**config.mk**
```make
export PLATFORM = sky130hd
export DESIGN_NAME = regFile
export DESIGN_NICKNAME = d
export VERILOG_FILES = /design/src/rvPkg.sv /design/src/regFile.sv
export SDC_FILE = /design/constraint.sdc
export NUM_CORES = 1
export LEC_CHECK = 0
export ABC_AREA = 0
export CORE_MARGIN = 1.5
export CORE_UTILIZATION = 60
export CTS_CLUSTER_SIZE = 30
export DETAILED_ROUTE_END_ITERATION = 6
export DONT_BUFFER_PORTS = 1
export HOLD_SLACK_MARGIN = 0.12
export PLACE_DENSITY = 0.76
export SLEW_MARGIN = 20
export SYNTH_ARGS = -nofsm -noshare
export SYNTH_HDL_FRONTEND = slang
export SYNTH_SLANG_ARGS = --single-unit
```
**constraint.sdc**
```tcl
create_clock -name clk -period 12 [get_ports clk]
set_clock_uncertainty 0.2 [all_clocks]
set_input_delay 2.4 -clock clk [delete_from_list [all_inputs] [get_ports clk]]
set_output_delay 2.4 -clock clk [all_outputs]
set_load 0.005 [all_outputs]
```
**src/rvPkg.sv**
```systemverilog
package rvPkg;

    localparam int xlen     = 32;
    localparam int regCount = 8;
    localparam int regIdxW  = $clog2(regCount); // only low bits of rs/rd used
    localparam int memWords = 64;
    localparam int memIdxW  = $clog2(memWords);

    typedef enum logic [6:0] {
        lui    = 7'b0110111,
        jal    = 7'b1101111,
        jalr   = 7'b1100111,
        load   = 7'b0000011,
        store  = 7'b0100011,
        branch = 7'b1100011,
        opImm  = 7'b0010011,
        opReg  = 7'b0110011
    } opcodeE;

    typedef enum logic [1:0] {
        add   = 2'b00,
        sub   = 2'b01,
        funct = 2'b10, // look at funct3/funct7
        passB = 2'b11
    } aluClassE;

    typedef enum logic [2:0] {
        aluAdd,
        aluSub,
        aluAnd,
        aluOr,
        aluXor,
        aluSlt,
        aluPassB
    } aluOpE;

    typedef enum logic [2:0] {
        immI,
        immS,
        immB,
        immU,
        immJ
    } immKindE;

    typedef struct packed {
        logic     regWrite;
        immKindE  immKind;
        logic     aluSrc;    // 1 selects imm as ALU operand b
        logic     memWrite;
        logic     resultSrc; // 1 selects load data
        logic     pcSrc;
        aluClassE aluClass;
        logic     jalrSrc;   // target from ALU instead of pc+imm
        logic     jumpSrc;   // write back pc+4
    } ctrlT;

    // one record per retired instruction
    typedef struct packed {
        logic            regWrite;
        logic [4:0]      rd;
        logic [xlen-1:0] result;
        logic            memWrite;
        logic [xlen-1:0] memAddr;
        logic [xlen-1:0] memData;
    } retireT;

endpackage

```
**src/regFile.sv**
```systemverilog
module regFile import rvPkg::*; (
    input  logic               clk,
    input  logic               rstN,
    input  logic               we,
    input  logic [regIdxW-1:0] ra1,
    input  logic [regIdxW-1:0] ra2,
    input  logic [regIdxW-1:0] wa,
    input  logic [xlen-1:0]    wd,
    output logic [xlen-1:0]    rd1,
    output logic [xlen-1:0]    rd2
);

    logic [xlen-1:0] regs [regCount];

    always_ff @(posedge clk) begin
        if (!rstN) begin
            for (int i = 0; i < regCount; i++) begin
                regs[i] <= '0;
            end
        end else if (we && wa != '0) begin // x0 stays zero
            regs[wa] <= wd;
        end
    end

    assign rd1 = (ra1 == '0) ? '0 : regs[ra1];
    assign rd2 = (ra2 == '0) ? '0 : regs[ra2];

endmodule

```
==> metrics.log <==
[metrics] status: finished clean
[metrics] mean routed wirelength per cell: 28.3 µm
[metrics] Pleak: 4.63 nW
[metrics] maximum single-stage delay on the critical path: between 0.8 and 0.9 ns
[metrics] commonest non-fill, non-tap cells in the layout: sky130_fd_sc_hd__and2_1 (224), sky130_fd_sc_hd__edfxtp_1 (224), sky130_fd_sc_hd__mux2i_1 (124)
[metrics] first-pass GRT wire length: roughly 48000 µm
[metrics] slowest CP cell: sky130_fd_sc_hd__nor2b_4
[metrics] #FFs+latches synth: 224
[metrics] global routing usage on met2: 49.9%
[metrics] Via-to-Cell Ratio: 6.90
[metrics] crit path setup slack, layout: 5.35 ns
[metrics] fin. max-slew vios: 0
[metrics] max FFs per register: 224
[metrics] Total GRT Usage: 29.4%
[metrics] sequential share of the synthesized area: 54.5%
[metrics] number of antenna violations at the first check in global routing: 0
[metrics] cell row count: 52
[metrics] number of vias after detailed routing: 7726
[metrics] biggest fanout along the worst timing path: about 100
[metrics] Synthesis Warnings: 0
[metrics] Antenna Diode Count: 0
[metrics] areal power density over the cells: 139 nW/µm²
[metrics] estimated wirelength of the detail-placed design: 16700 µm
[metrics] largest registers ranked by flip-flop count: regs: 224 flops
[metrics] global-route met1 utilization: 38.1%
[metrics] IO buf count: 0
[metrics] Synthesized Nets: 926
[metrics] GRT met3 Usage: 6.41%
[metrics] launch instance of the worst min-delay path: wd[22]
[metrics] library cells used by synthesis: 30
[metrics] Hold Crit Class: input port to flip-flop
[metrics] post-CTS setup repair buffer count: 0
[metrics] Rel. slew slack: 22.6%
[metrics] number of max-capacitance violations reported: 0
[metrics] CP most frequent cell: sky130_fd_sc_hd__a221oi_1
[metrics] via count of the first global-routing pass: ~8100
[metrics] DP Worst Slack: 5.41 ns
[metrics] category of the most critical setup path: input port to output pin
[metrics] relative area change from synthesis to final layout: 5.68%
[metrics] Hold Vio Cnt, Final: 0
[metrics] Remaining DRCs: 0
[metrics] number of buffers created by CTS: 23
[metrics] share of final-layout standard cells stronger than drive strength 1: 20.9%
[metrics] Worst setup EP type: output pin
[metrics] maximum number of pins on one net before global-route repair: between 90 and 100
[metrics] residual overflow from global routing: 0
[metrics] max frequency: 0.150 GHz
[metrics] gr busiest metal: met2
[metrics] iteration count of the initial detailed-routing pass: 4
[metrics] Syn Inst Count: around 880
[metrics] final worst path period need: 6.65 ns
[metrics] worst vdd rail ir drop: approximately 0.00013 V
[metrics] arrival time worst endpoint: 4.05 ns
[metrics] setup repair after global routing missed its margin: false
[metrics] final count of negative-setup-slack endpoints: 0
[metrics] H-tree level count: 1
[metrics] CTS Hold Buffers Added: 0
[metrics] Core Footprint: 20200 µm²
[metrics] starting density of the core: 61.1%
[metrics] die height: 146 µm
[metrics] sequence of cells on the critical path: nor2b_4, a221oi_1, a221oi_1
[metrics] type of origin of the critical path: input port
[metrics] clock-pin transition on the worst setup and hold timing paths: 0.06 ns
[metrics] summed negative setup slack over all endpoints: 0 ns
[metrics] root cell of the clock tree: sky130_fd_sc_hd__clkbuf_16
[metrics] Total Die Area: 21400 µm²
[metrics] Worst setup startpoint: ra1[0]
[metrics] wire length reported by the detailed router: 31700 µm
[metrics] TritonCTS clock tree: built
[metrics] boundary pin count: about 110
[metrics] required time of the critical path: about 9.4 ns
[metrics] initial drt markers: a little over 600
[metrics] post-cts repair resize count: 0
[metrics] number of nets in the finished design: 880
[metrics] Area after DPL: 12300 µm²
[metrics] gpl congestion: 0.777
[metrics] Post-Syn Area per Cell: 14.0 µm²
[metrics] Die X: between 100 and 150 µm
[metrics] register containing the most flip-flops in the final layout: regs
[metrics] post-route standard cell area excluding fillers: 13000 µm²
[metrics] slew at the pin with the worst max-slew slack: 1.16 ns
[metrics] number of sinks on the clock net: 224
[metrics] crit share post-route: 55.4%
[metrics] post-route antenna net violation count: 0
[metrics] buffer depth of the longest clock path: 3
[metrics] number of inserted filler cells in the final layout: ~1500
[metrics] cell area after synthesis: 12300 µm²
[kinds of logic after synthesis]
family                 after synthesis  synth area share (%)
flip-flops                         224                  54.5
buffers and inverters               82                  4.69
AO/OA/AOI/OAI                      139                  12.2
AND/OR/NAND/NOR                    249                  12.6
multiplexers                       188                  15.9
[area by class of cell]
class / count / area (µm²) / share of cell area (%)
Sequential cell: 224 / 6730 / 51.6
Timing Repair Buffer: 10 / 75.1 / 0.576
Tap cell: 270 / 338 / 2.59
Inverter: 1 / 3.75 / 0.0288
Clock buffer: 26 / 587 / 4.50
Clock inverter: 13 / 141 / 1.08
Multi-Input combinational cell: 576 / 5160 / 39.6
[through the flow]
step | std cells | power (mW) | hold slack (ns) | utilization, %
after floorplan | 882 | 1.11 | 2.40 | -
after global placement | 1081 | 1.12 | 2.40 | 61.0
after detailed placement | 1081 | 1.13 | 2.40 | 61.0
after CTS | 1120 | 1.81 | 1.88 | 64.6
after global routing | 1120 | 1.86 | 1.88 | 64.6
final | 1120 | 1.81 | 1.88 | 64.6
[path summary, 6_finish.rpt]
path,endpoint,slack [ns],depth (start not counted)
setup / recovery,rd1[13],5.35,3
hold / removal,regs[5][22],1.88,1
[critical path: cells and delay by family]
family / cells / cell delay, ns
AO/OA/AOI/OAI: 2 / 0.73
AND/OR/NAND/NOR: 1 / 0.86
[metal layers]
metal / share of wire (%) / up-vias / routed length [µm]
li1: - / 3321 / -
met1: 39 / 3948 / 12500
met2: 50 / 396 / 15700
met3: 8.9 / 61 / 2810
met4: 2.2 / 0 / 701
met5: 0 / - / 0
[where the power goes]
part | total, mW | switching [mW] | internal [mW]
clock network | 0.702 | 0.288 | 0.414
registers | 0.939 | 0.0273 | 0.912
logic | 0.173 | 0.0972 | 0.0761
total | 1.81 | 0.413 | 1.40
[cells in the mapped netlist, drive strengths merged]
| master | count | share of area [%] |
|---|---|---|
| a211oi | 4 | 0.24 |
| a21oi | 1 | 0.041 |
| a221oi | 122 | 11 |
| a22o | 1 | 0.071 |
| a311oi | 4 | 0.28 |
| a31oi | 1 | 0.051 |
| and2 | 226 | 11 |
| and2b | 1 | 0.081 |
| buf | 52 | 3.6 |
| clkbuf | 29 | 1.1 |
| edfxtp | 224 | 55 |
| inv | 1 | 0.030 |
| mux2 | 64 | 5.8 |
| mux2i | 124 | 10 |
| nand2 | 2 | 0.061 |
| nand2b | 4 | 0.20 |
| nand3 | 1 | 0.081 |
| nand3b | 1 | 0.061 |
| nor2 | 6 | 0.18 |
| nor2b | 7 | 0.42 |
| nor3 | 1 | 0.081 |
| o21ai | 6 | 0.24 |
(Power assumes the default switching activity.)
