## src/rvPkg.sv

```systemverilog
package rvPkg;

    localparam int xlen     = 32;
    localparam int regCount = 8;
    localparam int regIdxW  = $clog2(regCount); // only low bits of rs/rd used
    localparam int memWords = 64;
    localparam int memIdxW  = $clog2(memWords);

    typedef enum logic [6:0] {
        lui    = 7'b0110111,
        jal    = 7'b1101111,
        jalr   = 7'b1100111,
        load   = 7'b0000011,
        store  = 7'b0100011,
        branch = 7'b1100011,
        opImm  = 7'b0010011,
        opReg  = 7'b0110011
    } opcodeE;

    typedef enum logic [1:0] {
        add   = 2'b00,
        sub   = 2'b01,
        funct = 2'b10, // look at funct3/funct7
        passB = 2'b11
    } aluClassE;

    typedef enum logic [2:0] {
        aluAdd,
        aluSub,
        aluAnd,
        aluOr,
        aluXor,
        aluSlt,
        aluPassB
    } aluOpE;

    typedef enum logic [2:0] {
        immI,
        immS,
        immB,
        immU,
        immJ
    } immKindE;

    typedef struct packed {
        logic     regWrite;
        immKindE  immKind;
        logic     aluSrc;    // 1 selects imm as ALU operand b
        logic     memWrite;
        logic     resultSrc; // 1 selects load data
        logic     pcSrc;
        aluClassE aluClass;
        logic     jalrSrc;   // target from ALU instead of pc+imm
        logic     jumpSrc;   // write back pc+4
    } ctrlT;

    // one record per retired instruction
    typedef struct packed {
        logic            regWrite;
        logic [4:0]      rd;
        logic [xlen-1:0] result;
        logic            memWrite;
        logic [xlen-1:0] memAddr;
        logic [xlen-1:0] memData;
    } retireT;

endpackage

```

## src/mainDecoder.sv

```systemverilog
module mainDecoder import rvPkg::*; (
    input  logic [6:0] op,
    input  logic       zero,
    output ctrlT       ctrl
);

    always_comb begin
        case (opcodeE'(op))
            jal: begin
                ctrl.regWrite  = 1'b1; // rd = pc+4
                ctrl.immKind   = immJ;
                ctrl.aluSrc    = 1'b1;
                ctrl.memWrite  = 1'b0;
                ctrl.resultSrc = 1'b0;
                ctrl.pcSrc     = 1'b1;
                ctrl.aluClass  = add;
                ctrl.jalrSrc   = 1'b0;
                ctrl.jumpSrc   = 1'b1;
            end
            jalr: begin
                ctrl.regWrite  = 1'b1;
                ctrl.immKind   = immI;
                ctrl.aluSrc    = 1'b1; // rs1 + imm
                ctrl.memWrite  = 1'b0;
                ctrl.resultSrc = 1'b0;
                ctrl.pcSrc     = 1'b1;
                ctrl.aluClass  = add;
                ctrl.jalrSrc   = 1'b1;
                ctrl.jumpSrc   = 1'b1;
            end
            load: begin
                ctrl.regWrite  = 1'b1;
                ctrl.immKind   = immI;
                ctrl.aluSrc    = 1'b1;
                ctrl.memWrite  = 1'b0;
                ctrl.resultSrc = 1'b1;
                ctrl.pcSrc     = 1'b0;
                ctrl.aluClass  = add;
                ctrl.jalrSrc   = 1'b0;
                ctrl.jumpSrc   = 1'b0;
            end
            store: begin
                ctrl.regWrite  = 1'b0;
                ctrl.immKind   = immS;
                ctrl.aluSrc    = 1'b1;
                ctrl.memWrite  = 1'b1;
                ctrl.resultSrc = 1'b0;
                ctrl.pcSrc     = 1'b0;
                ctrl.aluClass  = add;
                ctrl.jalrSrc   = 1'b0;
                ctrl.jumpSrc   = 1'b0;
            end
            lui: begin
                ctrl.regWrite  = 1'b1;
                ctrl.immKind   = immU;
                ctrl.aluSrc    = 1'b1;
                ctrl.memWrite  = 1'b0;
                ctrl.resultSrc = 1'b0;
                ctrl.pcSrc     = 1'b0;
                ctrl.aluClass  = passB; // ALU forwards the immediate
                ctrl.jalrSrc   = 1'b0;
                ctrl.jumpSrc   = 1'b0;
            end
            opImm: begin
                ctrl.regWrite  = 1'b1;
                ctrl.immKind   = immI;
                ctrl.aluSrc    = 1'b1;
                ctrl.memWrite  = 1'b0;
                ctrl.resultSrc = 1'b0;
                ctrl.pcSrc     = 1'b0;
                ctrl.aluClass  = funct;
                ctrl.jalrSrc   = 1'b0;
                ctrl.jumpSrc   = 1'b0;
            end
            opReg: begin
                ctrl.regWrite  = 1'b1;
                ctrl.immKind   = immI; // unused
                ctrl.aluSrc    = 1'b0;
                ctrl.memWrite  = 1'b0;
                ctrl.resultSrc = 1'b0;
                ctrl.pcSrc     = 1'b0;
                ctrl.aluClass  = funct;
                ctrl.jalrSrc   = 1'b0;
                ctrl.jumpSrc   = 1'b0;
            end
            branch: begin
                ctrl.regWrite  = 1'b0;
                ctrl.immKind   = immB;
                ctrl.aluSrc    = 1'b0;
                ctrl.memWrite  = 1'b0;
                ctrl.resultSrc = 1'b0;
                ctrl.pcSrc     = zero; // beq taken on equal operands
                ctrl.aluClass  = sub;
                ctrl.jalrSrc   = 1'b0;
                ctrl.jumpSrc   = 1'b0;
            end
            default: begin
                // unknown opcode retires as a no-op
                ctrl = '0;
            end
        endcase
    end

endmodule

```

## config.mk

```make
export PLATFORM = sky130hd
export DESIGN_NAME = mainDecoder
export DESIGN_NICKNAME = d
export VERILOG_FILES = /design/src/rvPkg.sv /design/src/mainDecoder.sv
export SDC_FILE = /design/constraint.sdc
export NUM_CORES = 1
export LEC_CHECK = 0
export ABC_AREA = 1
export BUFFER_PORTS_ARGS = -buffer_cell sky130_fd_sc_hd__buf_2
export CORE_AREA = 5 5 42 44
export DETAILED_ROUTE_END_ITERATION = 7
export DIE_AREA = 0 0 47 49
export GPL_TIMING_DRIVEN = 0
export PLACE_DENSITY_LB_ADDON = 0.2
export SLEW_MARGIN = 5
export SYNTH_ARGS = -nofsm -noshare
export SYNTH_HDL_FRONTEND = slang
export SYNTH_SLANG_ARGS = --single-unit
```

## constraint.sdc

```tcl
create_clock -name vclk -period 2.08
set_clock_uncertainty 0.05 [all_clocks]
set_input_delay 0 -clock vclk [all_inputs]
set_output_delay 0 -clock vclk [all_outputs]
set_load 0.05 [all_outputs]
```

==> run summary <==
Met2 WL post-DR: 286 µm
Setup WS post-layout: 964 ps
Row cnt: 14
Post-synth top area share: 0.206
Largest net degree at the start of global routing: 7
Sequential cell count: 0
Hold Violations, Final: 0
Critical path startpoint category: primary input
GRT Util Overall: 0.0527
# DRC: 0
Yosys cell types: 11
PwrDens: 134 nW/µm²
Seq pwr share: 0
Antenna violations before repair: 0
Final Setup Violations: 0
Cells after Synth: 46
Inst Count DP: 82
GR Overflow Total: 0
# nets final: 76
Unrepaired setup endpoints after global routing: no
Max cap viols: 0
Syn. warnings: 0
Chip height: 49 µm
Detail Placement HPWL: 584 µm
Initial DRC count: 1
Top-count cell post-synth: nor2_1
Worst setup EP type: output pin
Fin Hold WS: 330 ps
Setup TNS: 0 ps
Post-CTS setup buffer count: 0
Cell Int Power: 13.9 µW
Critical path arrival: 1070 ps
Met3 routed wirelength: 41 µm
Largest area contributor in the netlist: nor2_1
Share of the yosys chip area belonging to registers: 0
Period utilization: 0.537
Slowest cell on crit path: buf_2
Synth top cells by count: 12 x nor2_1, 10 x inv_1, 7 x nand2_1, 7 x nand3_1, 3 x o21ai_2
Post-cts hold buffer count: 0
Via density: 3.77
Vias in the first global route: 242
Clk network pwr share: 0
Core area: 1400 µm²
Highest net fanout along the worst path: 6
Drt total wl: 623 µm
I/O pin count: 20
Final Core Density: 0.242
Gpl congestion: 0.706
Syn nets: 54
DR pass1 iterations: 2
VDD IR max: 0.0000392 V
Comb power frac: 1.000
Crit path kind: in2out
Critical Path RT: 2030 ps
First-pass GRT wire length: 1.00 mm
Met1 WL: 294 µm
Net Switching: 31.5 µW
Pre-CTS setup slack: 944 ps
Mean Syn Cell Area: 4.76 µm²
DR top layer: met3
Sw Share: 0.694
Crit-path cells: buf_2 > inv_1 > nand3_1 > nor2_2 > inv_1 > o21ai_2 > buf_4 > buf_2
Vias: 309
Synth area leaders: nor2_1 21%, inv_1 17%, nand3_1 16%
Layout cells sized above 1: 0.439
Leak pwr: 0.000234 µW
Horiz. Die Dim: 47 µm
Mapped cell area: 219 µm²
Area grow syn2layout: 54.9%
Slew headroom: 0.833
Status: finished clean
Min-Delay Path Class: in2out
Clock buffer count: 0
Min cycle time layout: 1120 ps
Starting Density: 0.156
Cell Count, Final, Fillers Out: 82
IO buf count: 20
Cts repair resizes: 0
Post-route ant nets: 0
Crit-path max cell delay: 240 ps
Worst-margin pin slew: 253 ps
Max Slew Vio Count: 0
Die area: 2300 µm²
Max Clock Freq: 896 MHz
Number of antenna diodes: 0
FF/Latch Area: 0 µm²
WL per Instance: 7.60 µm
-- routing by layer --
layer	track usage	vias to the layer above
li1	-	180
met1	0.0742	119
met2	0.0928	10
met3	0	0
met4	0	0
met5	0	-
-- final cells by class --
| type | count | area (µm²) |
|---|---|---|
| multi-input cells | 33 | 166 |
| plain buffers | 1 | 7.51 |
| well taps | 16 | 20.0 |
| repair buffers | 20 | 100 |
| fillers | 183 | 1060 |
| inverters | 12 | 45.0 |
-- worst max-delay path: cells and delay by family --
family	cells	cell delay [ps]
AOI/OAI and AO/OA	1	70
buffers and inverters	5	700
and+or+nand+nor	2	290
-- path summary, 6_finish.rpt --
| path | start | to | slack [ps] | cells past startpoint |
|---|---|---|---|---|
| hold / removal | op[5] | ctrl[5] | 330 | 3 |
| setup / recovery | op[6] | ctrl[9] | 960 | 8 |
-- power by group through the flow --
stage	Combinational [µW]	Clock, µW	Sequential, µW
2_1_floorplan	29.1	0	0
5_1_grt	50.0	0	0
3_3_place_gp	46.2	0	0
6_report	45.3	0	0
4_1_cts	45.9	0	0
3_5_place_dp	45.9	0	0
-- cell families after synthesis --
kind of cell    count (synthesis)  synth area share
buf+inv                        13             0.240
compound gates                  3             0.120
simple gates                   30             0.640
-- through the flow --
stage / instance area, µm² / power [µW]
floorplan: 219 / 29.1
global placement: 339 / 46.2
detailed placement: 339 / 45.9
CTS: 339 / 45.9
global route: 339 / 50.0
finish: 339 / 45.3
-- cell usage in the layout (no fill, tap or decap), drive strengths merged --
| cell type | instances |
|---|---|
| buf | 21 |
| nand2 | 8 |
| o21ai | 3 |
| nor2 | 13 |
| inv | 12 |
| nand3 | 7 |
| nor3 | 2 |
No activity file was read; power rests on OpenSTA's default activity.
