`src/rvPkg.sv`:
```
package rvPkg;

    localparam int xlen     = 32;
    localparam int regCount = 8;
    localparam int regIdxW  = $clog2(regCount); // only low bits of rs/rd used
    localparam int memWords = 64;
    localparam int memIdxW  = $clog2(memWords);

    typedef enum logic [6:0] {
        lui    = 7'b0110111,
        jal    = 7'b1101111,
        jalr   = 7'b1100111,
        load   = 7'b0000011,
        store  = 7'b0100011,
        branch = 7'b1100011,
        opImm  = 7'b0010011,
        opReg  = 7'b0110011
    } opcodeE;

    typedef enum logic [1:0] {
        add   = 2'b00,
        sub   = 2'b01,
        funct = 2'b10, // look at funct3/funct7
        passB = 2'b11
    } aluClassE;

    typedef enum logic [2:0] {
        aluAdd,
        aluSub,
        aluAnd,
        aluOr,
        aluXor,
        aluSlt,
        aluPassB
    } aluOpE;

    typedef enum logic [2:0] {
        immI,
        immS,
        immB,
        immU,
        immJ
    } immKindE;

    typedef struct packed {
        logic     regWrite;
        immKindE  immKind;
        logic     aluSrc;    // 1 selects imm as ALU operand b
        logic     memWrite;
        logic     resultSrc; // 1 selects load data
        logic     pcSrc;
        aluClassE aluClass;
        logic     jalrSrc;   // target from ALU instead of pc+imm
        logic     jumpSrc;   // write back pc+4
    } ctrlT;

    // one record per retired instruction
    typedef struct packed {
        logic            regWrite;
        logic [4:0]      rd;
        logic [xlen-1:0] result;
        logic            memWrite;
        logic [xlen-1:0] memAddr;
        logic [xlen-1:0] memData;
    } retireT;

endpackage

```
`src/immExtend.sv`:
```
module immExtend import rvPkg::*; (
    input  logic [xlen-1:0] instr,
    input  immKindE         immKind,
    output logic [xlen-1:0] imm
);

    always_comb begin
        case (immKind)
            immI: imm = {{20{instr[31]}}, instr[31:20]};
            immS: imm = {{20{instr[31]}}, instr[31:25], instr[11:7]};
            immB: imm = {{19{instr[31]}}, instr[31], instr[7],
                         instr[30:25], instr[11:8], 1'b0};
            immU: imm = {instr[31:12], 12'b0};
            immJ: imm = {{11{instr[31]}}, instr[31], instr[19:12],
                         instr[20], instr[30:21], 1'b0}; // own format, not lui's
            default: imm = '0;
        endcase
    end

endmodule

```
`config.mk`:
```
export PLATFORM = sky130hd
export DESIGN_NAME = immExtend
export DESIGN_NICKNAME = d
export VERILOG_FILES = /design/src/rvPkg.sv /design/src/immExtend.sv
export SDC_FILE = /design/constraint.sdc
export NUM_CORES = 1
export LEC_CHECK = 0
export BUFFER_PORTS_ARGS = -buffer_cell sky130_fd_sc_hd__buf_4
export CAP_MARGIN = 10
export CELL_PAD_IN_SITES_DETAIL_PLACEMENT = 1
export CELL_PAD_IN_SITES_GLOBAL_PLACEMENT = 1
export CORE_MARGIN = 4
export CORE_UTILIZATION = 18
export DETAILED_ROUTE_END_ITERATION = 8
export GPL_ROUTABILITY_DRIVEN = 0
export PLACE_DENSITY = 0.87
export SYNTH_ARGS = -nofsm -noshare
export SYNTH_HDL_FRONTEND = slang
export SYNTH_SLANG_ARGS = --single-unit
```
`constraint.sdc`:
```
create_clock -name vclk -period 1.11
set_input_delay 0.1665 -clock vclk [all_inputs]
set_output_delay 0.1665 -clock vclk [all_outputs]
set_load 0.1 [all_outputs]
```
==> run_results.csv, run 1 <==
group,metric,value,unit
floorplan,initial_core_util,0.193,
synthesis,synth_cell_types,20,
global_route,grt_max_degree,10,
floorplan,io_pins,67,
place,post-dp-hpwl,2710,um
status,status,"stopped before the end",
synthesis,synthCells,94,
floorplan,rows,19,
status,error,"[ERROR DPL-0033] detailed placement checks failed during check placement.",
floorplan,fp.dieH,62.8,um
synthesis,ys_warn_count,0,
floorplan,die_w,62.8,um
synthesis,yosysSeqAreaShare,0,
status,haltStage,"global routing (5_1_grt)",
sta,worstEpCategory,"top-level output",
clocking,cts_hold_buf,0,
synthesis,syn_area_per_cell,5.75,um^2
global_route,antenna_found_initial,0,
place,place_area,1550,um^2
place,numPortBuffers,60,
synthesis,synth_area,541,um^2
sta,worst_endpoint,"imm[25]",
synthesis,syn-num-nets,129,
==> per-stage QoR <==
step	cells	worst slack [ns]	hold slack, ns	util
global placement	197	-0.456	0.768	0.553
CTS	201	-0.219	0.706	0.752
floorplan	94	-0.371	0.537	-
detailed placement	197	-0.473	0.775	0.553
==> synth_stat cells (2+ instances only) <==
master,instances,area [um^2]
a21oi_1,17,85.1
nor2b_1,7,43.8
buf_6,3,33.8
and2b_1,2,15.0
nand2b_1,5,31.3
inv_1,5,18.8
clkbuf_1,4,15.0
mux2_2,4,45.0
nand2_1,22,82.6
buf_2,4,20.0
o22ai_1,12,75.1
==> cells by family after synthesis <==
kind of cell,synth area share
compound gates,0.322
mux,0.102
buf+inv,0.162
simple gates,0.394
fa+ha+maj,0.0208
==> repair_timing <==
action	CTS
resized for setup	124
endpoints found under the setup margin	32
gates cloned	2
setup buffers	2
pin swaps	14
==> run 2: changes to the inputs <==
==> config.mk (replaced) <==
export PLATFORM = sky130hd
export DESIGN_NAME = immExtend
export DESIGN_NICKNAME = d
export VERILOG_FILES = /design/src/rvPkg.sv /design/src/immExtend.sv
export SDC_FILE = /design/constraint.sdc
export NUM_CORES = 1
export LEC_CHECK = 0
export BUFFER_PORTS_ARGS = -buffer_cell sky130_fd_sc_hd__buf_4
export CAP_MARGIN = 10
export CORE_AREA = 4 4 65 67
export DETAILED_ROUTE_END_ITERATION = 8
export DIE_AREA = 0 0 69 71
export GPL_ROUTABILITY_DRIVEN = 0
export PLACE_DENSITY_LB_ADDON = 0.15
export SYNTH_ARGS = -nofsm -noshare
export SYNTH_HDL_FRONTEND = slang
export SYNTH_SLANG_ARGS = --single-unit
==> constraint.sdc (replaced) <==
create_clock -name vclk -period 1.44
set_input_delay 0.216 -clock vclk [all_inputs]
set_output_delay 0.216 -clock vclk [all_outputs]
set_load 0.1 [all_outputs]
==> run 2 against run 1 <==
  * Area after synthesis unchanged
  * The run now ends clean
  * Synthesized cell count unchanged
==> run_results.csv, run 2 <==
group,metric,value,unit
floorplan,io_pins,67,
finish,seq_area,0,um^2
power,power.density,642,nW/um^2
min_path,worstHoldPathCells,4,
finish,seq_cells,0,
setup_path,cp.arrival,1.22,ns
synthesis,synth_top_area_cell,"a21oi_1",
finish,clkbuf_count,0,
sta,period_minus_slack,1.44,ns
power,clock_power_share,0,
synthesis,synth_area_leaders,"a21oi_1 (16%), nand2_1 (15%), o22ai_1 (14%)",
min_path,min_from,"instr[26]",
global_route,grt_max_degree,11,
min_path,hold_path_class,"input pin to primary output",
synthesis,synthCells,94,
finish,finish.utilization,0.554,
floorplan,die_area,4900,um^2
sta,finalCritPeriodShare,0.997,
finish,diodes,0,
finish,final_common_cell,"buf_4",
detailed_routing,wl_per_cell,14.0,um
setup_path,cp_max_fo,8,
sta,fmax,697,MHz
floorplan,initial_core_util,0.149,
place,numPortBuffers,60,
synthesis,synth.most_common_cell,"nand2_1",
global_route,antenna_found_initial,0,
global_route,overflow,0,
sta,drv_slew,0,
setup_path,path_class,"input pin to primary output",
synthesis,synth_top_area_frac,0.157,
sta,slew_headroom,0.825,
global_route,grt_util_all_layers,0.121,
setup_path,critPathLaunch,"immKind[2]",
power,leakage,0.843,nW
min_path,min_to,"imm[26]",
power,seqPwrFrac,0,
synthesis,syn_area_per_cell,5.75,um^2
finish,drive_gt1_frac,0.926,
setup_path,worstSetupEndpointType,"primary output",
global_route,grt_pass1_vias,1015,
detailed_routing,viasPerCell,4.44,
power,p_comb_frac,1.000,
synthesis,ys_warn_count,0,
detailed_routing,detail-route-antenna-nets,0,
detailed_routing,num_vias,937,
setup_path,required,1.22,ns
place,post-dp-hpwl,2250,um
detailed_routing,drt_iter0_drc,20,
floorplan,fp.dieH,71,um
sta,whs,0.804,ns
finish,nNetsFinal,200,
sta,setup_slack,0.00427,ns
synthesis,synth_area,541,um^2
finish,mostFrequentLayoutCells,"buf_4 (43), buf_12 (26), o22ai_4 (12)",
power,p_sw_frac,0.624,
sta,rsz0062_at_grt,"true",
power,peakVddDrop,0.000341,V
floorplan,die_w,69,um
synthesis,synth_cell_types,20,
sta,setup_violations,0,
sta,worst_pin_slew,0.256,ns
status,status,"completed",
detailed_routing,first_pass_iters,4,
power,internal-power,0.000487,W
clocking,postCtsSetupBuffers,0,
synthesis,syn-num-nets,129,
run,max_cap_violations,0,
synthesis,yosysSeqAreaShare,0,
synthesis,synth_common_cells,"nand2_1 (22), a21oi_1 (17), o22ai_1 (12)",
power,p_sw,0.000806,W
sta,finalHoldViolCount,0,
detailed_routing,post-route-drc-count,0,
power,finalPower,0.00129,W
global_route,grt_pass1_wl,5140,um
floorplan,rows,22,
finish,syn2layout_area_growth,272,%
setup_path,startpoint_type,"input pin",
clocking,cts_hold_buf,0,
floorplan,fp.coreArea,3630,um^2
place,place_ws,-0.197,ns
detailed_routing,finalWirelength,2960,um
-- run 2: cell counts after synthesis --
No cell type changed its count.
-- run 2: area by class of cell --
type,count,area [um^2]
Fill cell,326,1620
Multi-Input combinational cell,79,967
Timing Repair Buffer,79,967
Tap cell,48,60.1
Inverter,5,18.8
-- run 2: worst max-delay path, stage by stage --
cell and delay, ns:
buf_6 0.11, buf_4 0.18, nor2b_4 0.15, buf_6 0.14
a21oi_2 0.05, o32ai_4 0.15, buf_12 0.21
-- run 2: worst max path at each step --
stage / slack [ns] / depth (start not counted) / endpoint
floorplan: -0.14 / 3 / imm[11]
global placement: -0.19 / 5 / imm[26]
detailed placement: -0.20 / 5 / imm[26]
CTS: 0.0002 / 6 / imm[2]
global route: -0.03 / 6 / imm[17]
finish: 0.004 / 7 / imm[11]
-- run 2: cell families (layout without fill, tap and decap cells) --
group / after synthesis / count (layout) / synth area share
and+or+nand+nor: 41 / 42 / 0.394
AOI/OAI and AO/OA: 31 / 31 / 0.322
buffers and inverters: 16 / 84 / 0.162
muxes: 5 / 5 / 0.102
adders and majority gates: 1 / 1 / 0.0208
-- run 2: power groups by stage --
stage	Clock, W	Sequential, W	Combinational (W)
finish	0	0	0.00129
global route	0	0	0.00134
CTS	0	0	0.00124
detailed placement	0	0	0.00107
global placement	0	0	0.00106
floorplan	0	0	0.000848
-- run 2: routing by layer --
layer	vias to the layer above	share of wire	global-route usage	routed length (um)
met5	-	0	0	0
met4	0	0	0	0
met3	0	0.059	0.0199	174
met2	31	0.55	0.234	1640
met1	440	0.39	0.147	1150
li1	466	-	-	-
-- run 2: per-stage QoR --
stage                     TNS, ns  instances  area [um^2]
after CTS                       0        211         1880
final                           0        211         2010
after global routing       -0.287        211         2010
after floorplan             -2.68         94         1030
after detailed placement    -3.53        209         1550
after global placement      -3.13        209         1550
-- run 2: timing repair --
item / 4_1_cts / 5_1_grt
gates cloned: 2 / 0
endpoints found under the hold margin: 0 / 0
endpoints found under the setup margin: 28 / 29
resized for setup: 81 / 34
pin swaps: 1 / 7
(Power assumes the default switching activity.)
