--- config.mk ---
export PLATFORM = sky130hd
export DESIGN_NAME = aluDecoder
export DESIGN_NICKNAME = d
export VERILOG_FILES = /design/src/rvPkg.sv /design/src/aluDecoder.sv
export SDC_FILE = /design/constraint.sdc
export NUM_CORES = 1
export LEC_CHECK = 0
export BUFFER_PORTS_ARGS = -buffer_cell sky130_fd_sc_hd__buf_4
export CORE_AREA = 2 2 39 41
export DETAILED_ROUTE_END_ITERATION = 10
export DIE_AREA = 0 0 41 43
export GPL_TIMING_DRIVEN = 1
export PLACE_DENSITY = 0.3
export SYNTH_ARGS = -nofsm -noshare
export SYNTH_HDL_FRONTEND = slang
export SYNTH_SLANG_ARGS = --single-unit
--- constraint.sdc ---
create_clock -name vclk -period 1.25
set_input_delay 0.25 -clock vclk [all_inputs]
set_output_delay 0.25 -clock vclk [all_outputs]
set_load 0.02 [all_outputs]
--- src/rvPkg.sv ---
package rvPkg;

    localparam int xlen     = 32;
    localparam int regCount = 8;
    localparam int regIdxW  = $clog2(regCount); // only low bits of rs/rd used
    localparam int memWords = 64;
    localparam int memIdxW  = $clog2(memWords);

    typedef enum logic [6:0] {
        lui    = 7'b0110111,
        jal    = 7'b1101111,
        jalr   = 7'b1100111,
        load   = 7'b0000011,
        store  = 7'b0100011,
        branch = 7'b1100011,
        opImm  = 7'b0010011,
        opReg  = 7'b0110011
    } opcodeE;

    typedef enum logic [1:0] {
        add   = 2'b00,
        sub   = 2'b01,
        funct = 2'b10, // look at funct3/funct7
        passB = 2'b11
    } aluClassE;

    typedef enum logic [2:0] {
        aluAdd,
        aluSub,
        aluAnd,
        aluOr,
        aluXor,
        aluSlt,
        aluPassB
    } aluOpE;

    typedef enum logic [2:0] {
        immI,
        immS,
        immB,
        immU,
        immJ
    } immKindE;

    typedef struct packed {
        logic     regWrite;
        immKindE  immKind;
        logic     aluSrc;    // 1 selects imm as ALU operand b
        logic     memWrite;
        logic     resultSrc; // 1 selects load data
        logic     pcSrc;
        aluClassE aluClass;
        logic     jalrSrc;   // target from ALU instead of pc+imm
        logic     jumpSrc;   // write back pc+4
    } ctrlT;

    // one record per retired instruction
    typedef struct packed {
        logic            regWrite;
        logic [4:0]      rd;
        logic [xlen-1:0] result;
        logic            memWrite;
        logic [xlen-1:0] memAddr;
        logic [xlen-1:0] memData;
    } retireT;

endpackage

--- src/aluDecoder.sv ---
module aluDecoder import rvPkg::*; (
    input  aluClassE   aluClass,
    input  logic [2:0] funct3,
    input  logic       funct7b5,
    input  logic       opB5,
    output aluOpE      aluOp
);

    logic isSub;

    assign isSub = funct7b5 & opB5; // R-type sub only, never addi

    always_comb begin
        case (aluClass)
            add:   aluOp = aluAdd;
            sub:   aluOp = aluSub;
            passB: aluOp = aluPassB;
            funct: begin
                case (funct3)
                    3'b000:  aluOp = isSub ? aluSub : aluAdd;
                    3'b010:  aluOp = aluSlt;
                    3'b100:  aluOp = aluXor;
                    3'b110:  aluOp = aluOr;
                    3'b111:  aluOp = aluAnd;
                    default: aluOp = aluAdd; // shifts not supported
                endcase
            end
            default: aluOp = aluAdd;
        endcase
    end

endmodule

==> impl_metrics.json, run 1 <==
{
  "grt_overflow": 0,
  "postPlaceCellArea_um2": 161.4,
  "startpoint": "funct7b5",
  "cpPeakStageDelay_ns": 0.22,
  "setup_tns_ns": 0,
  "routed_wl_um": 263,
  "rows": 14,
  "io_pins": 10,
  "syn_to_final_growth_pct": 143.4,
  "worst_path_dominant_cell_family": "buffers and inverters",
  "cts.repair.resized": 0,
  "synth_top_area_share": 0.1887,
  "path_class": "input pin to primary output",
  "synth_nets": 17,
  "cp.depth": 4,
  "dieArea_mm2": 0.001763,
  "design.seq.count": 0,
  "synth_top_cell_by_area": "nand2b_1",
  "finalCritPeriodShare": 0.9196,
  "hold_path_class": "input pin to primary output",
  "switchingPower_uw": 26.12,
  "whs_ns": 0.8551,
  "max_freq_ghz": 0.8699,
  "dr.pass1.iters": 2,
  "synth_area_um2": 66.31,
  "syn_inst": 10,
  "critPathMaxFanout": 1,
  "clock_buffers": 0,
  "synth.area.top_cells": "nand2b_1, o221a_1, o21ai_0, and3b_1, xnor2_1",
  "yosysSeqAreaShare": 0,
  "rsz0062_at_grt": "false",
  "crit_arrival_ns": 0.90,
  "period_minus_slack_ns": 1.150,
  "cpMostUsedCell": "buf_4",
  "post-cts-setup-buffers": 0,
  "antenna_found_initial": 0,
  "vdd_drop_max_uv": 84.07,
  "ys_types": 8,
  "dp_cells": 36,
  "grt_pass1_wl_um": 386,
  "place_congestion": 0.5151,
  "hold_viol": 0,
  "dpl_worst_slack_ns": 0.09830,
  "drive_gt1_frac": 0.5000,
  "clkPwrFrac": 0,
  "worst_pin_slew_ns": 0.1592,
  "finalSetupViolCount": 0,
  "leakage_nw": 0.07368,
  "grt_use_total": 0.02897,
  "power_frac_seq": 0,
  "die_height_um": 43,
  "cp.required_ns": 1.00,
  "initial_core_util": 0.04792,
  "synth_top_cells_by_count": "nand2b_1, o21ai_0",
  "start_kind": "input pin",
  "grt_max_degree": 7,
  "post-route-drc-count": 0,
  "port_buffers": 10,
  "setup_slack_ns": 0.1005,
  "die_w_um": 41,
  "dr_total_vias": 105,
  "finalInstanceArea_um2": 161.4,
  "netSwitchingFraction": 0.4416,
  "viasPerCell": 2.917,
  "status": "completed",
  "diodes": 0,
  "maxCapViolCount": 0,
  "p_total_uw": 59.14,
  "wl_per_cell_um": 7.306,
  "hold_buffers": 0,
  "ff_latch_area_um2": 0,
  "ys.warnings.count": 0,
  "drv_slew": 0,
  "fin_cells": 36,
  "crit_chain": "buf_4 -> and3b_1 -> o221a_1 -> buf_4",
  "combPwrFrac": 1.000,
  "grt_pass1_vias": 91,
  "layout.nets": 29,
  "cp-end-kind": "primary output",
  "min_path_cells": 4,
  "cp_slowest_cell": "o221a_1",
  "cellPowerDensity_mw_per_mm2": 366.4,
  "critPathCapture": "aluOp[0]",
  "avgSynthCellArea_um2": 6.631,
  "utilization": 0.1166,
  "maxSlewHeadroom": 0.8927,
  "drt_iter0_drc": 2,
  "ant_nets": 0,
  "core_mm2": 0.001384,
  "crit_buf_inv": 2,
  "p_int_uw": 33.02
}
cells in the final DEF, fill, tap and decap left out, drive strengths merged:
master / instances
o221a: 1
nand2: 1
nor2b: 1
and3b: 1
buf: 10
o21ai: 2
nand2b: 2
xnor2: 1
a21oi: 1
logic make-up after synthesis:
group / synth area share
XOR/XNOR: 0.1321
AO/OA/AOI/OAI: 0.3961
AND/OR/NAND/NOR: 0.4717
worst min path at each step:
stage          slack, ns   startpoint  endpoint
6_report            0.86  aluClass[0]  aluOp[2]
5_1_grt             0.90  aluClass[0]  aluOp[2]
4_1_cts             0.87  aluClass[0]  aluOp[2]
3_5_place_dp        0.87  aluClass[0]  aluOp[2]
3_3_place_gp        0.85  aluClass[0]  aluOp[2]
2_1_floorplan       0.67  aluClass[1]  aluOp[1]
layout make-up:
cell class | count | area [um2]
timing repair buffer | 10 | 75.07
tap | 16 | 20.02
fill | 162 | 1222
multi-input combinational | 10 | 66.31
power by group through the flow:
| stage | Combinational (mW) | Sequential, mW | Clock, mW |
|---|---|---|---|
| 2_1_floorplan | 0.0245 | 0 | 0 |
| 3_3_place_gp | 0.0582 | 0 | 0 |
| 3_5_place_dp | 0.0596 | 0 | 0 |
| 4_1_cts | 0.0596 | 0 | 0 |
| 5_1_grt | 0.0648 | 0 | 0 |
| 6_report | 0.0591 | 0 | 0 |
layer usage:
layer | up-vias | share of wire | track usage
met4 | 0 | 0 | 0
li1 | 57 | - | -
met1 | 39 | 0.59 | 0.06329
met5 | - | 0 | 0
met3 | 0 | 0.16 | 0
met2 | 9 | 0.24 | 0.02813
tightest hold or removal path: stages:
cell	delay [ns]
buf_4	0.10
nand2_1	0.04
o21ai_0	0.07
buf_4	0.14
No activity file was read; power rests on OpenSTA's default activity.
==> inputs of run 2 (changes only) <==
Settings changed: RECOVER_POWER from default to 50.
==> run 2 against run 1 <==
Against the previous run:
- utilization shrank 0.27 points
- setup slack about the same
- first-iteration DRC count unchanged
- cell count did not move
- routed wire length decreased by 1.1%
- flip-flop and latch count unchanged
- count of clock-buffer cells in the layout did not move
- cell area down 2.3%
- combinational power decreased by 3%
- fmax about the same
- via count is 0.95% higher
==> impl_metrics.json, run 2 (synthesis results as in run 1) <==
{
  "place_congestion": 0.5151,
  "maxCapViolCount": 0,
  "fillers": 161,
  "postPlaceCellArea_um2": 161.4,
  "drt_iter0_drc": 2,
  "grt_overflow": 0,
  "clock_buffers": 0,
  "syn_to_final_growth_pct": 137.7,
  "status": "completed",
  "worst_path_dominant_cell_family": "buffers and inverters",
  "drive_gt1_frac": 0.4500,
  "grt_pass1_wl_um": 386,
  "maxSlewHeadroom": 0.8329,
  "finalInstanceArea_um2": 157.7,
  "viasPerCell": 2.944,
  "diodes": 0,
  "setup_tns_ns": 0,
  "grt_max_degree": 7,
  "port_buffers": 10,
  "post-route-drc-count": 0,
  "layout.nets": 29,
  "crit_buf_inv": 2,
  "layout_commonest_cell": "buf_4",
  "dr.pass1.iters": 4,
  "layout_common_cells": "buf_4, nand2b_1, o21ai_0",
  "drv_slew": 0,
  "core_mm2": 0.001384,
  "hold_buffers": 0,
  "max_freq_ghz": 0.8698,
  "cts.repair.resized": 0,
  "min_path_cells": 4,
  "cp.required_ns": 1.00,
  "finalSetupViolCount": 0,
  "grt_pass1_vias": 91,
  "io_pins": 10,
  "period_minus_slack_ns": 1.150,
  "antenna_found_initial": 0,
  "cpMostUsedCell": "buf_4",
  "p_total_uw": 57.19,
  "cp-end-kind": "primary output",
  "die_height_um": 43,
  "wl_per_cell_um": 7.222,
  "critPathMaxFanout": 1,
  "rows": 14,
  "die_w_um": 41,
  "vdd_drop_max_uv": 81.88,
  "dieArea_mm2": 0.001763,
  "design.seq.count": 0,
  "multi_input_area_um2": 66.31,
  "cellPowerDensity_mw_per_mm2": 362.8,
  "initial_core_util": 0.04792,
  "leakage_nw": 0.06981,
  "routed_wl_um": 260,
  "worst_pin_slew_ns": 0.2517,
  "hold_path_class": "input pin to primary output",
  "crit_chain": "buf_4 -> and3b_1 -> o221a_1 -> buf_4",
  "cp.depth": 4,
  "ff_latch_area_um2": 0,
  "start_kind": "input pin",
  "cp_slowest_cell": "o221a_1",
  "hold_viol": 0,
  "cpPeakStageDelay_ns": 0.22,
  "crit_arrival_ns": 0.90,
  "rsz0062_at_grt": "false",
  "ant_nets": 0,
  "path_class": "input pin to primary output",
  "post-cts-setup-buffers": 0,
  "grt_use_total": 0.02897,
  "dr_total_vias": 106,
  "finalCritPeriodShare": 0.9197
}
==> run 2: changes by cell type in the layout (fill, tap and decap cells not counted) <==
cell	delta
buf_4	-1
clkbuf_1	+1
==> run 2: area by class of cell <==
type               count  area share
repair buffers        10      0.4524
well taps             16      0.1270
multi-input cells     10      0.4206
==> run 2: final timing paths <==
kind	end	start
worst min-delay path	aluOp[2]	aluClass[0]
worst max-delay path	aluOp[0]	funct7b5
==> run 2: power breakdown <==
part           switching [mW]  total [mW]  internal (mW)
combinational          0.0259      0.0572         0.0313
clock                       0           0              0
sequential                  0           0              0
total                  0.0259      0.0572         0.0313
==> run 2: metrics by stage <==
stage | utilization | worst slack [ns] | cells | hold WS (ns)
finish | 0.1139 | 0.1003 | 36 | 0.8543
detailed placement | 0.1166 | 0.09830 | 36 | 0.8656
floorplan | - | 0.1534 | 10 | 0.6729
global route | 0.1139 | 0.08623 | 36 | 0.9038
global placement | 0.1166 | 0.1092 | 36 | 0.8500
CTS | 0.1166 | 0.09811 | 36 | 0.8656
==> run 2: routing by layer <==
metal  vias to the layer above  part of all wire  global-route usage
li1                         57                 -                   -
met1                        40              0.58             0.06329
met2                         9              0.25             0.02813
met3                         0              0.17                   0
met4                         0                 0                   0
met5                         -                 0                   0
==> inputs of run 3 (changes only) <==
Settings changed: SETUP_SLACK_MARGIN from default to 0.4, SLEW_MARGIN from default to 25.
==> run 3 against run 2 <==
Against the previous run:
- count of clock-buffer cells in the layout unchanged
- combinational power increased by 55%
- routed wire length increased by 8.5%
- first-iteration DRC count decreased by 100%
- critical endpoint unchanged
- largest cell class unchanged
==> impl_metrics.json, run 3 (synthesis results as in run 1) <==
{
  "status": "completed",
  "design.seq.count": 0,
  "multi_input_area_um2": 103.9,
  "combPwrFrac": 1.000,
  "maxCapViolCount": 0,
  "cellPowerDensity_mw_per_mm2": 379.9,
  "cp.required_ns": 1.00,
  "dp_cells": 36,
  "postPlaceCellArea_um2": 176.4,
  "hold_viol": 0,
  "ff_latch_area_um2": 0,
  "ant_nets": 0,
  "cp-end-kind": "primary output",
  "grt_pass1_vias": 116,
  "vdd_drop_max_uv": 127.1,
  "dr.pass1.iters": 1,
  "grt_pass1_wl_um": 448,
  "start_kind": "input pin",
  "setup_slack_ns": 0.1323,
  "leakage_nw": 0.1085,
  "finalSetupViolCount": 0,
  "worst_pin_slew_ns": 0.1435,
  "grt_overflow": 0,
  "post-route-drc-count": 0,
  "place_congestion": 0.5288,
  "viasPerCell": 3.083,
  "layout_commonest_cell": "buf_6",
  "layout.nets": 29,
  "io_pins": 10,
  "dieArea_mm2": 0.001763,
  "setup_tns_ns": 0,
  "rsz0062_at_grt": "true",
  "grt_max_degree": 7,
  "die_w_um": 41,
  "critPathMaxFanout": 1,
  "syn_to_final_growth_pct": 250.9,
  "core_mm2": 0.001384,
  "path_class": "input pin to primary output",
  "switchingPower_uw": 33.96,
  "drv_slew": 0,
  "die_height_um": 43,
  "period_minus_slack_ns": 1.118,
  "diodes": 0,
  "port_buffers": 10,
  "crit_arrival_ns": 0.87,
  "wl_per_cell_um": 7.833,
  "maxSlewHeadroom": 0.9044,
  "drt_iter0_drc": 0,
  "power_frac_seq": 0,
  "grt_use_total": 0.03497,
  "fin_cells": 36,
  "finalCritPeriodShare": 0.8941,
  "whs_ns": 0.8193,
  "layout_common_cells": "buf_6, nand2b_4, buf_4",
  "rows": 14,
  "drive_gt1_frac": 0.8000,
  "hold_path_class": "input pin to primary output",
  "clkPwrFrac": 0,
  "initial_core_util": 0.04792,
  "p_int_uw": 54.45,
  "clock_buffers": 0,
  "finalInstanceArea_um2": 232.7,
  "routed_wl_um": 282,
  "netSwitchingFraction": 0.3841,
  "fillers": 160,
  "dr_total_vias": 111,
  "antenna_found_initial": 0,
  "max_freq_ghz": 0.8947,
  "dpl_worst_slack_ns": 0.09852
}
run 3: changes by cell type in the layout (fill, tap and decap cells not counted), moves of 2 or more:
cell,delta
buf_4,-7
buf_6,+7
nand2b_1,-2
nand2b_4,+2
o21ai_0,-2
run 3: worst max-delay path, cell delays in order:
cell and delay, ns:
buf_4 0.10, and3b_1 0.18, o221a_4 0.21, buf_6 0.13
run 3: power groups by stage:
stage | clock network [mW] | logic, mW | registers [mW]
global placement | 0 | 0.0665 | 0
floorplan | 0 | 0.0320 | 0
finish | 0 | 0.0884 | 0
CTS | 0 | 0.0903 | 0
detailed placement | 0 | 0.0675 | 0
global route | 0 | 0.0949 | 0
run 3: metal layers:
layer | up-vias | track usage | routed length (um)
li1 | 58 | - | -
met1 | 44 | 0.04114 | 114
met2 | 9 | 0.05938 | 105
met3 | 0 | 0.01571 | 63
met4 | 0 | 0 | 0
met5 | - | 0 | 0
run 3: metrics by stage:
step / utilization / total power [mW]
floorplan: - / 0.03203
global placement: 0.1275 / 0.06648
detailed placement: 0.1275 / 0.06752
CTS: 0.1709 / 0.09029
global route: 0.1682 / 0.09491
finish: 0.1682 / 0.08841
run 3: worst paths after layout:
path              cells past startpoint         from  slack [ns]       end
hold / removal                        4  aluClass[0]        0.82  aluOp[2]
setup / recovery                      4         opB5        0.13  aluOp[0]
run 3: repair_timing:
| action | in CTS | in global routing |
|---|---|---|
| hold buffers | 0 | 0 |
| buffers inserted | 0 | 0 |
| pin swaps | 3 | 1 |
| gates resized for setup | 13 | 0 |
| setup endpoints to repair | 3 | 3 |
run 3: cell type report:
type | instances | area share
Tap cell | 16 | 0.08602
Multi-Input combinational cell | 10 | 0.4462
Timing Repair Buffer | 10 | 0.4677
